**config.mk**
```make
export PLATFORM = sky130hd
export DESIGN_NAME = axil_reg_top
export DESIGN_NICKNAME = d
export VERILOG_FILES = /design/src/logic/axil_pkg.sv /design/src/logic/axil_reg_bank.sv /design/src/logic/axil_reg_top.sv /design/src/logic/axil_slave_fsm.sv
export VERILOG_INCLUDE_DIRS = /design/src /design/src/logic
export SDC_FILE = /design/constraint.sdc
export NUM_CORES = 1
export LEC_CHECK = 0
export BUFFER_PORTS_ARGS = -buffer_cell sky130_fd_sc_hd__buf_2
export CORE_ASPECT_RATIO = 1.25
export CORE_UTILIZATION = 45
export CTS_CLUSTER_DIAMETER = 30
export DETAILED_ROUTE_END_ITERATION = 7
export MAX_ROUTING_LAYER = met4
export PLACE_DENSITY = 0.66
export SYNTH_ARGS = -nofsm -noshare
export SYNTH_HDL_FRONTEND = slang
export SYNTH_SLANG_ARGS = --single-unit
```
**constraint.sdc**
```tcl
create_clock -name ACLK -period 9.8 [get_ports ACLK]
set_input_delay 0.98 -clock ACLK [delete_from_list [all_inputs] [get_ports ACLK]]
set_output_delay 0.98 -clock ACLK [all_outputs]
set_load 0.02 [all_outputs]
```
**src/logic/axil_config.svh**
```systemverilog
////////////////////
// AXI4-Lite register slave configuration
// Bus widths, register count and identification word
////////////////////

`ifndef AXIL_CONFIG_SVH
`define AXIL_CONFIG_SVH

// Byte address width seen on AW and AR
`define AXIL_ADDR_WIDTH 12

// Data bus width in bits
`define AXIL_DATA_WIDTH 32

// One strobe bit per data byte
`define AXIL_STRB_WIDTH (`AXIL_DATA_WIDTH / 8)

// Number of 32-bit registers in the bank, offsets 0x00 to 0x3C
`define AXIL_NUM_REGS 16

// Read-only identification word held in register 0
`define AXIL_ID_VALUE 32'hA5C1_0001

`endif

```
**src/logic/axil_pkg.sv**
```systemverilog
////////////////////
// AXI4-Lite register slave types
// Response codes, engine states and channel payloads
////////////////////

`include "axil_config.svh"

package axil_pkg;

  ////////////////////
  // Enumerations
  ////////////////////

  // Response encoding as carried on BRESP and RRESP
  typedef enum logic [1:0] {
    OKAY   = 2'b00,
    EXOKAY = 2'b01,
    SLVERR = 2'b10,
    DECERR = 2'b11
  } axil_resp_e;

  // Protocol engine states
  typedef enum logic [1:0] {
    IDLE      = 2'd0,
    // One of AW or W has arrived and is held
    WR_GATHER = 2'd1,
    WR_RESP   = 2'd2,
    RD_RESP   = 2'd3
  } axil_state_e;

  ////////////////////
  // Channel payloads
  ////////////////////

  // Write address channel
  typedef struct packed {
    logic [`AXIL_ADDR_WIDTH-1:0] addr;
  } axil_aw_t;

  // Write data channel
  typedef struct packed {
    logic [`AXIL_DATA_WIDTH-1:0] data;
    logic [`AXIL_STRB_WIDTH-1:0] strb;
  } axil_w_t;

  // Read address channel
  typedef struct packed {
    logic [`AXIL_ADDR_WIDTH-1:0] addr;
  } axil_ar_t;

  // Read data channel
  typedef struct packed {
    logic [`AXIL_DATA_WIDTH-1:0] data;
    axil_resp_e                  resp;
  } axil_r_t;

  // Write response channel
  typedef struct packed {
    axil_resp_e resp;
  } axil_b_t;

  // Committed write handed from the engine to the bank
  // 12 + 32 + 4 = 48 bits
  typedef struct packed {
    logic [`AXIL_ADDR_WIDTH-1:0] addr;
    logic [`AXIL_DATA_WIDTH-1:0] data;
    logic [`AXIL_STRB_WIDTH-1:0] strb;
  } axil_wr_req_t;

endpackage

```
**src/logic/axil_reg_bank.sv**
```systemverilog
////////////////////
// AXI4-Lite control register bank
// Word decode, byte-strobe merge and error detection
////////////////////

`timescale 1ns/1ps
`include "axil_config.svh"

module axil_reg_bank (
  input  logic                        ACLK,
  input  logic                        ARESETN,

  // Write port pulsed once per committed write
  input  logic                        wr_en,
  input  axil_pkg::axil_wr_req_t      wr_req,
  output logic                        wr_err,

  // Read port answered in the same cycle
  input  logic [`AXIL_ADDR_WIDTH-1:0] rd_addr,
  output logic [`AXIL_DATA_WIDTH-1:0] rd_data,
  output logic                        rd_err
);

  ////////////////////
  // Declarations
  ////////////////////

  // Bits needed to select one of the mapped registers
  localparam int IDX_W = $clog2(`AXIL_NUM_REGS);

  // Register storage with the identification word in entry 0
  logic [`AXIL_DATA_WIDTH-1:0] regs [`AXIL_NUM_REGS];

  // Word indexes drop the low two address bits
  logic [`AXIL_ADDR_WIDTH-3:0] wr_idx;
  logic [`AXIL_ADDR_WIDTH-3:0] rd_idx;

  // Index is inside the mapped range
  logic wr_hit;
  logic rd_hit;

  ////////////////////
  // Address decode
  ////////////////////

  assign wr_idx = wr_req.addr[`AXIL_ADDR_WIDTH-1:2];
  assign rd_idx = rd_addr[`AXIL_ADDR_WIDTH-1:2];

  assign wr_hit = (wr_idx < `AXIL_NUM_REGS);
  assign rd_hit = (rd_idx < `AXIL_NUM_REGS);

  // Writes refused outside the bank and on the ID word
  assign wr_err = !wr_hit || (wr_idx == '0);
  assign rd_err = !rd_hit;

  ////////////////////
  // Storage
  ////////////////////

  always_ff @(posedge ACLK) begin
    if (!ARESETN) begin
      // ID word loads its constant and all others clear
      for (int i = 0; i < `AXIL_NUM_REGS; i++) begin
        regs[i] <= '0;
      end
      regs[0] <= `AXIL_ID_VALUE;
    end else if (wr_en && !wr_err) begin
      // Only strobed byte lanes change
      for (int j = 0; j < `AXIL_STRB_WIDTH; j++) begin
        if (wr_req.strb[j]) begin
          regs[wr_idx[IDX_W-1:0]][8*j +: 8] <= wr_req.data[8*j +: 8];
        end
      end
    end
  end

  ////////////////////
  // Read mux
  ////////////////////

  always_comb begin
    if (!rd_hit) begin
      // Unmapped offsets read as zero
      rd_data = '0;
    end else begin
      // Entry 0 returns the stored ID word
      rd_data = regs[rd_idx[IDX_W-1:0]];
    end
  end

  ////////////////////
  // Assertions
  ////////////////////

  // ID storage keeps its reset value whatever the bus writes
  a_id_const: assert property (@(posedge ACLK) disable iff (!ARESETN)
    $past(ARESETN) |-> (regs[0] == `AXIL_ID_VALUE));

endmodule

```
**src/logic/axil_reg_top.sv**
```systemverilog
////////////////////
// AXI4-Lite register slave top
// Protocol engine in front of the register bank
////////////////////

`timescale 1ns/1ps
`include "axil_config.svh"

module axil_reg_top (
  input  logic                   ACLK,
  input  logic                   ARESETN,

  // Write address channel
  input  axil_pkg::axil_aw_t     aw,
  input  logic                   aw_valid,
  output logic                   aw_ready,

  // Write data channel
  input  axil_pkg::axil_w_t      w,
  input  logic                   w_valid,
  output logic                   w_ready,

  // Read address channel
  input  axil_pkg::axil_ar_t     ar,
  input  logic                   ar_valid,
  output logic                   ar_ready,

  // Read data channel
  output axil_pkg::axil_r_t      r,
  output logic                   r_valid,
  input  logic                   r_ready,

  // Write response channel
  output axil_pkg::axil_b_t      b,
  output logic                   b_valid,
  input  logic                   b_ready
);

  ////////////////////
  // Engine to bank wiring
  ////////////////////

  logic                        wr_en;
  axil_pkg::axil_wr_req_t      wr_req;
  logic                        wr_err;
  logic [`AXIL_ADDR_WIDTH-1:0] rd_addr;
  logic [`AXIL_DATA_WIDTH-1:0] rd_data;
  logic                        rd_err;

  // Channel sequencing and response registers
  axil_slave_fsm i_axil_slave_fsm (
    .ACLK     (ACLK),
    .ARESETN  (ARESETN),
    .aw       (aw),
    .aw_valid (aw_valid),
    .aw_ready (aw_ready),
    .w        (w),
    .w_valid  (w_valid),
    .w_ready  (w_ready),
    .ar       (ar),
    .ar_valid (ar_valid),
    .ar_ready (ar_ready),
    .r        (r),
    .r_valid  (r_valid),
    .r_ready  (r_ready),
    .b        (b),
    .b_valid  (b_valid),
    .b_ready  (b_ready),
    .wr_en    (wr_en),
    .wr_req   (wr_req),
    .wr_err   (wr_err),
    .rd_addr  (rd_addr),
    .rd_data  (rd_data),
    .rd_err   (rd_err)
  );

  // Control registers and error decode
  axil_reg_bank i_axil_reg_bank (
    .ACLK    (ACLK),
    .ARESETN (ARESETN),
    .wr_en   (wr_en),
    .wr_req  (wr_req),
    .wr_err  (wr_err),
    .rd_addr (rd_addr),
    .rd_data (rd_data),
    .rd_err  (rd_err)
  );

endmodule

```
**src/logic/axil_slave_fsm.sv**
```systemverilog
////////////////////
// AXI4-Lite protocol engine
// Sequences the five channels and registers the responses
////////////////////

`timescale 1ns/1ps
`include "axil_config.svh"

module axil_slave_fsm (
  input  logic                        ACLK,
  input  logic                        ARESETN,

  // Write address channel
  input  axil_pkg::axil_aw_t          aw,
  input  logic                        aw_valid,
  output logic                        aw_ready,

  // Write data channel
  input  axil_pkg::axil_w_t           w,
  input  logic                        w_valid,
  output logic                        w_ready,

  // Read address channel
  input  axil_pkg::axil_ar_t          ar,
  input  logic                        ar_valid,
  output logic                        ar_ready,

  // Read data channel
  output axil_pkg::axil_r_t           r,
  output logic                        r_valid,
  input  logic                        r_ready,

  // Write response channel
  output axil_pkg::axil_b_t           b,
  output logic                        b_valid,
  input  logic                        b_ready,

  // Register bank side
  output logic                        wr_en,
  output axil_pkg::axil_wr_req_t      wr_req,
  input  logic                        wr_err,
  output logic [`AXIL_ADDR_WIDTH-1:0] rd_addr,
  input  logic [`AXIL_DATA_WIDTH-1:0] rd_data,
  input  logic                        rd_err
);

  ////////////////////
  // Declarations
  ////////////////////

  axil_pkg::axil_state_e state;
  axil_pkg::axil_state_e next_state;

  // Beat that arrived alone and waits for its partner
  axil_pkg::axil_aw_t aw_hold;
  axil_pkg::axil_w_t  w_hold;
  // High when the held beat is the address, low when it is the data
  logic               have_aw;

  // Channel handshakes
  logic aw_hs;
  logic w_hs;
  logic ar_hs;

  ////////////////////
  // Ready generation
  ////////////////////

  always_comb begin
    aw_ready = 1'b0;
    w_ready  = 1'b0;
    ar_ready = 1'b0;
    case (state)
      axil_pkg::IDLE: begin
        aw_ready = 1'b1;
        w_ready  = 1'b1;
        // Writes win, so a read waits while any write beat is offered
        ar_ready = !aw_valid && !w_valid;
      end
      axil_pkg::WR_GATHER: begin
        // Only the missing half of the write is accepted
        aw_ready = !have_aw;
        w_ready  = have_aw;
      end
      default: begin
      end
    endcase
  end

  assign aw_hs = aw_valid && aw_ready;
  assign w_hs  = w_valid && w_ready;
  assign ar_hs = ar_valid && ar_ready;

  // Response valids follow the state register directly
  assign b_valid = (state == axil_pkg::WR_RESP);
  assign r_valid = (state == axil_pkg::RD_RESP);

  ////////////////////
  // Write commit
  ////////////////////

  // Commit on the edge where the later of AW and W completes
  always_comb begin
    wr_en = 1'b0;
    if (state == axil_pkg::IDLE) begin
      wr_en = aw_hs && w_hs;
    end else if (state == axil_pkg::WR_GATHER) begin
      wr_en = have_aw ? w_hs : aw_hs;
    end
  end

  // Merge held and live beats into one request
  always_comb begin
    if ((state == axil_pkg::WR_GATHER) && have_aw) begin
      wr_req.addr = aw_hold.addr;
    end else begin
      wr_req.addr = aw.addr;
    end
    if ((state == axil_pkg::WR_GATHER) && !have_aw) begin
      wr_req.data = w_hold.data;
      wr_req.strb = w_hold.strb;
    end else begin
      wr_req.data = w.data;
      wr_req.strb = w.strb;
    end
  end

  // Bank read port looks straight at the AR payload
  assign rd_addr = ar.addr;

  ////////////////////
  // State machine
  ////////////////////

  always_comb begin
    next_state = state;
    case (state)
      axil_pkg::IDLE: begin
        if (aw_hs && w_hs) begin
          next_state = axil_pkg::WR_RESP;
        end else if (aw_hs || w_hs) begin
          next_state = axil_pkg::WR_GATHER;
        end else if (ar_hs) begin
          next_state = axil_pkg::RD_RESP;
        end
      end
      axil_pkg::WR_GATHER: begin
        if (wr_en) begin
          next_state = axil_pkg::WR_RESP;
        end
      end
      axil_pkg::WR_RESP: begin
        if (b_ready) begin
          next_state = axil_pkg::IDLE;
        end
      end
      axil_pkg::RD_RESP: begin
        if (r_ready) begin
          next_state = axil_pkg::IDLE;
        end
      end
      default: begin
        next_state = axil_pkg::IDLE;
      end
    endcase
  end

  always_ff @(posedge ACLK) begin
    if (!ARESETN) begin
      state <= axil_pkg::IDLE;
    end else begin
      state <= next_state;
    end
  end

  // Remember which half of the write was captured first
  always_ff @(posedge ACLK) begin
    if (!ARESETN) begin
      have_aw <= 1'b0;
    end else if (state == axil_pkg::IDLE) begin
      have_aw <= aw_hs;
    end
  end

  ////////////////////
  // Holding and response registers
  ////////////////////

  always_ff @(posedge ACLK) begin
    if ((state == axil_pkg::IDLE) && aw_hs && !w_hs) begin
      aw_hold <= aw;
    end
    if ((state == axil_pkg::IDLE) && w_hs && !aw_hs) begin
      w_hold <= w;
    end
  end

  // Error status is decided by the bank and copied here
  always_ff @(posedge ACLK) begin
    if (wr_en) begin
      b.resp <= wr_err ? axil_pkg::SLVERR : axil_pkg::OKAY;
    end
    if (ar_hs) begin
      r.data <= rd_data;
      r.resp <= rd_err ? axil_pkg::SLVERR : axil_pkg::OKAY;
    end
  end

  ////////////////////
  // Assertions
  ////////////////////

  // A commit lasts exactly one cycle
  a_wr_pulse: assert property (@(posedge ACLK) disable iff (!ARESETN)
    wr_en |=> !wr_en);

  // Stalled responses keep valid and payload
  a_b_stable: assert property (@(posedge ACLK) disable iff (!ARESETN)
    (b_valid && !b_ready) |=> (b_valid && $stable(b)));

  a_r_stable: assert property (@(posedge ACLK) disable iff (!ARESETN)
    (r_valid && !r_ready) |=> (r_valid && $stable(r)));

endmodule

```
==> flow_summary.toml, run 1 <==
[outcome]
run_status = "complete, no violations"

[timing]
tns_ns = 0
fin_skew_ns = 0.02274
period_minus_slack_ns = 4.252
hold_ws_ns = 0.5218
rsz0062_at_grt = "false"
fmax_mhz = 235.2
period_share_pct = 43.39
hold_viol = 0
finalSetupViolCount = 0
slew_headroom_pct = 10.09
tightest_slew_ns = 1.347
finalMaxSlewViolations = 0

[routing]
remaining_drc_errors = 0
drtIter0Drc = 1603
ant_nets = 0
drt_pass1_iterations = 5
via_count = 16050
routedWlPerCell_um = 25.00
drt-vias-per-instance = 5.922
routed_wl_mm = 67.75

[power_and_ir_drop]
power_frac_seq_pct = 41.7
switchingPower_w = 0.001670
power_frac_comb_pct = 8.5
internal_power_w = 0.005459
netSwitchingFraction_pct = 23.42
clockPowerShare_pct = 49.9
leakage_nw = 10.37
pwr_density_cell_mw_per_mm2 = 230.6
peakVddDrop_v = 0.0001945

[clocking]
ctsRootBufferMaster = "clkbuf_16"
cts_max_path_buffers = 3
htree_num_levels = 3
numCtsBuffers = 103
cts_sinks = 595
path_clk_slew_ns = 0.05
cts_resized = 0
cts_tree = "done"
cts_setup_buffers = 0
worstSkewPairLatency_ns = 0.65
holdBufCountCts = 0

[global_routing]
grt_overflow_total = 0
grt_pass1_wl_mm = 101.1
gr-usage-all-layers_pct = 24.21
grt_max_degree = 66
antenna_found_initial = 1
grt_pass1_vias = 16520

[final_layout]
fin_cells = 2710
finalNetCount = 1953
n_antenna_cell = 0
mostFrequentLayoutCells = "edfxtp_1, nor2_1, mux4_2"
syn2layout_area_growth_pct = 19.53
layout_commonest_cell = "edfxtp_1"
drive_gt1_share_pct = 27.44

[placed_design]
placedCellCount = 2521
dp_hpwl_mm = 40.99
gp_congestion = 0.8214
port_buffers = 101

[yosys]
ys_seq_area_share_pct = 68.95
syn_area_mm2 = 0.02587
synth_seq_cells = 595
syn-instance-count = 1726
synth_area_per_cell_um2 = 14.99
yosysUniqueCellTypes = 39
ys_warn_count = 0

[setup_path]
cp-start-kind = "input pin"
critPathArrivalTime_ns = 4.49
slowest_delay_ns = 1.00
cp.required_ns = 10.04
crit_fanout = 64
crit_buf_inv = 5
critPathKind = "in -> reg"
cp_cell_sequence = "buf_2 -> buf_4 -> inv_1 -> a2111oi_4 -> buf_4 -> o211ai_1 -> buf_4 -> o21ai_0"
end_kind = "flip-flop"
path_common_cell = "buf_4"
path_delay_family = "buffers and inverters"
crit_slowest_cell = "o21ai_0"

[floorplanning]
start_util_pct = 45.84
die_area_mm2 = 0.05845
die_width_um = 216.5
num_rows = 97
die_h_um = 270.1
ios = 108
core-area_mm2 = 0.05644

[hold_path]
hp-class = "in -> reg"

[flow_run]
drv_cap = 0
## worst paths after layout
kind,cells past startpoint,endpoint,start,slack (ns)
min,1,i_axil_slave_fsm.w_hold[15],w[15],0.52
max,8,i_axil_reg_bank.regs[4][23],ARESETN,5.55
min reg2reg,2,i_axil_slave_fsm.have_aw,i_axil_slave_fsm.have_aw,0.58
max reg2reg,5,i_axil_reg_bank.regs[1][27],i_axil_slave_fsm.state[0],5.55
## sequential cells by signal, summed over array words and instances, names as in the netlist
signal,flops
i_axil_slave_fsm.w_hold,36
i_axil_slave_fsm.b,1
i_axil_slave_fsm.state,2
i_axil_slave_fsm.r,33
i_axil_reg_bank.regs,512
i_axil_slave_fsm.aw_hold,10
i_axil_slave_fsm.have_aw,1
## through the flow
stage	setup WS [ns]	cell area (um2)	util [%]	power, W
floorplan	4.452	25990	-	0.003393
global route	5.298	30920	54.79	0.007321
finish	5.548	30920	54.79	0.007129
global placement	4.975	27440	48.62	0.003596
CTS	5.566	30920	54.79	0.007162
detailed placement	4.906	27440	48.62	0.003615
## cell type report
type	instances	area, um2
Timing Repair Buffer	197	1237
Fill cell	4433	25520
Inverter	8	30.03
Multi-Input combinational cell	979	7407
Sequential cell	595	17840
Tap cell	742	928.4
Clock buffer	124	2763
Clock inverter	65	716.9
## metal layers
| layer | GRT usage (%) | share of wire (%) | up-vias |
|---|---|---|---|
| met4 | 11.86 | 4.4 | 0 |
| met1 | 29.73 | 37 | 8076 |
| met3 | 3.559 | 8.2 | 159 |
| met5 | - | 0 | - |
| li1 | - | - | 6971 |
| met2 | 39.27 | 51 | 842 |
## logic make-up after synthesis
group | share of synthesized area, %
other | 0.02903
DFF | 68.95
AOI/OAI and AO/OA | 5.640
and+or+nand+nor | 8.996
adders and majority gates | 0.09672
muxes | 13.25
buffers and inverters | 3.037
## power by group through the flow
stage	clock network, W	logic, W	registers [W]
final	0.00356	0.000604	0.00297
after global routing	0.00370	0.000638	0.00298
after CTS	0.00359	0.000601	0.00297
after detailed placement	0	0.000597	0.00302
after global placement	0	0.000587	0.00301
after floorplan	0	0.000390	0.00300
## cell usage after synthesis
cell type | number | area [um2]
nand2_1 | 6 | 22.52
a21oi_1 | 9 | 45.04
clkbuf_1 | 90 | 337.8
o211ai_1 | 7 | 52.55
nor4_1 | 3 | 18.77
nand4_1 | 9 | 56.30
nor3b_1 | 1 | 7.510
o21ai_1 | 14 | 70.07
o311a_1 | 1 | 10.01
and3b_1 | 1 | 8.760
nor4b_4 | 1 | 23.77
o21ai_0 | 80 | 400.4
o2111ai_1 | 32 | 280.3
mux4_2 | 129 | 2905
nand3b_1 | 1 | 7.510
dfxtp_1 | 3 | 60.06
mux2i_1 | 6 | 60.06
nor3_1 | 97 | 485.5
a2111oi_0 | 2 | 17.52
a221oi_1 | 27 | 236.5
buf_2 | 70 | 350.3
nor4_2 | 1 | 12.51
a22o_1 | 27 | 236.5
nor4b_1 | 2 | 17.52
conb_1 | 2 | 7.510
a2111oi_4 | 1 | 27.53
ha_1 | 2 | 25.02
buf_1 | 14 | 52.55
a211oi_1 | 1 | 7.510
nor2_1 | 419 | 1573
inv_1 | 8 | 30.03
mux2_2 | 41 | 461.7
and2_1 | 4 | 25.02
buf_4 | 2 | 15.01
nor2b_1 | 5 | 31.28
a22oi_1 | 10 | 75.07
or4_1 | 3 | 22.52
edfxtp_1 | 592 | 17780
nand3_1 | 3 | 15.01
## worst register-to-register path, cell delays in order (launching register included)
cell,delay [ns]
dfxtp_1,0.70
nand3b_1,0.67
nor4_2,0.40
buf_4,0.46
o211ai_1,0.57
o21ai_0,1.07
Power figures use the tool's default switching activity.
==> inputs of run 2 (changes only) <==
==> constraint.sdc (replaced) <==
create_clock -name ACLK -period 4.4 [get_ports ACLK]
set_input_delay 0.44 -clock ACLK [delete_from_list [all_inputs] [get_ports ACLK]]
set_output_delay 0.44 -clock ACLK [all_outputs]
set_load 0.02 [all_outputs]
==> run 2 against run 1 <==
Effect of this change: first-iteration DRC count shrank 3.7%; clock skew grew 0.0044 ns; register-to-register slack lost 5.0 ns; combinational power grew 140%.
==> flow_summary.toml, run 2 (synthesized netlist as in run 1, its figures left out) <==
[outcome]
run_status = "complete, no violations"

[clocking]
cts_max_path_buffers = 3
worstSkewPairLatency_ns = 0.66
path_clk_slew_ns = 0.06
cts_resized = 0
cts_tree = "done"
ctsRootBufferMaster = "clkbuf_16"
cts_setup_buffers = 0
holdBufCountCts = 37
htree_num_levels = 3
numCtsBuffers = 105
cts_sinks = 595

[final_layout]
finalNetCount = 2057
largest_reg_flops = 512
syn2layout_area_growth_pct = 23.00
final_util_pct = 56.38
nFillCells = 4430
finalInstanceArea_mm2 = 0.03182
n_antenna_cell = 0
layout_commonest_cell = "edfxtp_1"
reg_top3 = "i_axil_reg_bank.regs: 512 flops, i_axil_slave_fsm.w_hold: 36 flops, i_axil_slave_fsm.r: 33 flops"
regMostFlops = "i_axil_reg_bank.regs"
drive_gt1_share_pct = 29.58
mostFrequentLayoutCells = "edfxtp_1, nor2_1, buf_4"

[timing]
hold_viol = 0
period_share_pct = 88.69
fmax_mhz = 256.3
finalMaxSlewViolations = 0
fin_skew_ns = 0.02712
rsz0062_at_grt = "false"
period_minus_slack_ns = 3.902
tightest_slew_ns = 1.121
tns_ns = 0
finalSetupViolCount = 0
slew_headroom_pct = 25.26

[hold_path]
hp-class = "in -> reg"
hold_start = "aw[3]"

[global_routing]
grt_busiest_layer = "met2"
met1_usage_pct = 29.18
grt_overflow_total = 0
grt_use_met2_pct = 40.45
grt_pass1_wl_mm = 101.9
grt_max_degree = 64
antenna_found_initial = 0
use_met3_pct = 5.282
grt_pass1_vias = 17130
gr-usage-all-layers_pct = 24.42

[power_and_ir_drop]
pwr_density_cell_mw_per_mm2 = 497.7
total_power_w = 0.01583
leakage_nw = 10.84
peakVddDrop_v = 0.0005519

[setup_path]
critPathArrivalTime_ns = 4.27
path_common_cell = "buf_4"
critPathKind = "reg -> reg"
r2r_start = "i_axil_slave_fsm.state[0]"
slowest_delay_ns = 0.81
critPathLaunch = "i_axil_slave_fsm.state[0]"
cp-start-kind = "flip-flop"
end_kind = "flip-flop"
r2r_setup_slack_ns = 0.50
crit_buf_inv = 2
cp_cell_sequence = "nand3b_1 -> buf_4 -> mux2i_1 -> nand4_1 -> o21ai_0 -> buf_4"
crit_fanout = 17
path_delay_family = "simple AND/OR/NAND/NOR gates"
cp.required_ns = 4.77
crit_slowest_cell = "nand4_1"

[floorplanning]
die_width_um = 216.5
start_util_pct = 45.84
die_area_mm2 = 0.05845
num_rows = 97
die_h_um = 270.1
core-area_mm2 = 0.05644
ios = 108

[routing]
drt_pass1_iterations = 5
drtIter0Drc = 1544
routedWlPerCell_um = 24.18
ant_nets = 0
remaining_drc_errors = 0
drt-vias-per-instance = 5.850
routed_wl_mm = 68.20
via_count = 16500

[placed_design]
port_buffers = 101
placed_area_mm2 = 0.02799
dp_hpwl_mm = 42.34
gp_congestion = 0.8283

[flow_run]
drv_cap = 0
-- run 2: cell count changes in the layout (fill, tap and decap cells not counted), moves of 2 or more --
cell | before | now
inv_8 | 3 | 6
inv_16 | 0 | 2
bufinv_16 | 12 | 7
dlygate4sd3_1 | 0 | 37
buf_12 | 0 | 4
clkinv_4 | 8 | 11
inv_6 | 4 | 12
clkinv_1 | 11 | 17
clkbuf_1 | 16 | 9
buf_4 | 97 | 158
-- run 2: worst reg2reg max path: stages (launching register included) --
cell	delay (ns)
dfxtp_1	0.74
nand3b_1	0.60
buf_4	0.36
mux2i_1	0.32
nand4_1	0.81
o21ai_0	0.57
buf_4	0.22
-- run 2: per-stage QoR --
step | std cells | hold slack (ns) | worst slack, ns
floorplan | 1758 | 0.5175 | 0.8516
global placement | 2586 | 0.5584 | 0.7206
detailed placement | 2586 | 0.5727 | 0.6169
finish | 2821 | 0.02358 | 0.4977
global route | 2821 | 0.02481 | 0.3246
CTS | 2821 | 0.001266 | 0.6003
-- run 2: where the power goes --
group	internal (W)	total [W]	switching, W
Clock	0.00491	0.00781	0.00290
Sequential	0.00651	0.00660	0.0000934
Combinational	0.000533	0.00142	0.000891
Total	0.0119	0.0158	0.00389
-- run 2: cell type report --
type / instances / area, um2 / area share [%]
sequential: 595 / 17840 / 56.06
clock buffer: 116 / 2711 / 8.521
clock inverter: 82 / 750.7 / 2.359
multi-input combinational: 979 / 7416 / 23.31
tap: 742 / 928.4 / 2.918
timing repair buffer: 299 / 2146 / 6.744
inverter: 8 / 30.03 / 0.09437
-- run 2: final timing paths --
check                            endpoint  cells past startpoint
min reg2reg      i_axil_slave_fsm.have_aw                      2
min           i_axil_slave_fsm.aw_hold[3]                      1
max          i_axil_reg_bank.regs[10][29]                      6
max reg2reg  i_axil_reg_bank.regs[10][29]                      6
-- run 2: layer usage --
metal | wire, um | vias to the layer above | share of wire, %
met1 | 24790 | 8317 | 36
met4 | 2138 | 0 | 3.1
met2 | 35080 | 862 | 51
met5 | 0 | - | 0
li1 | - | 7183 | -
met3 | 6191 | 140 | 9.1
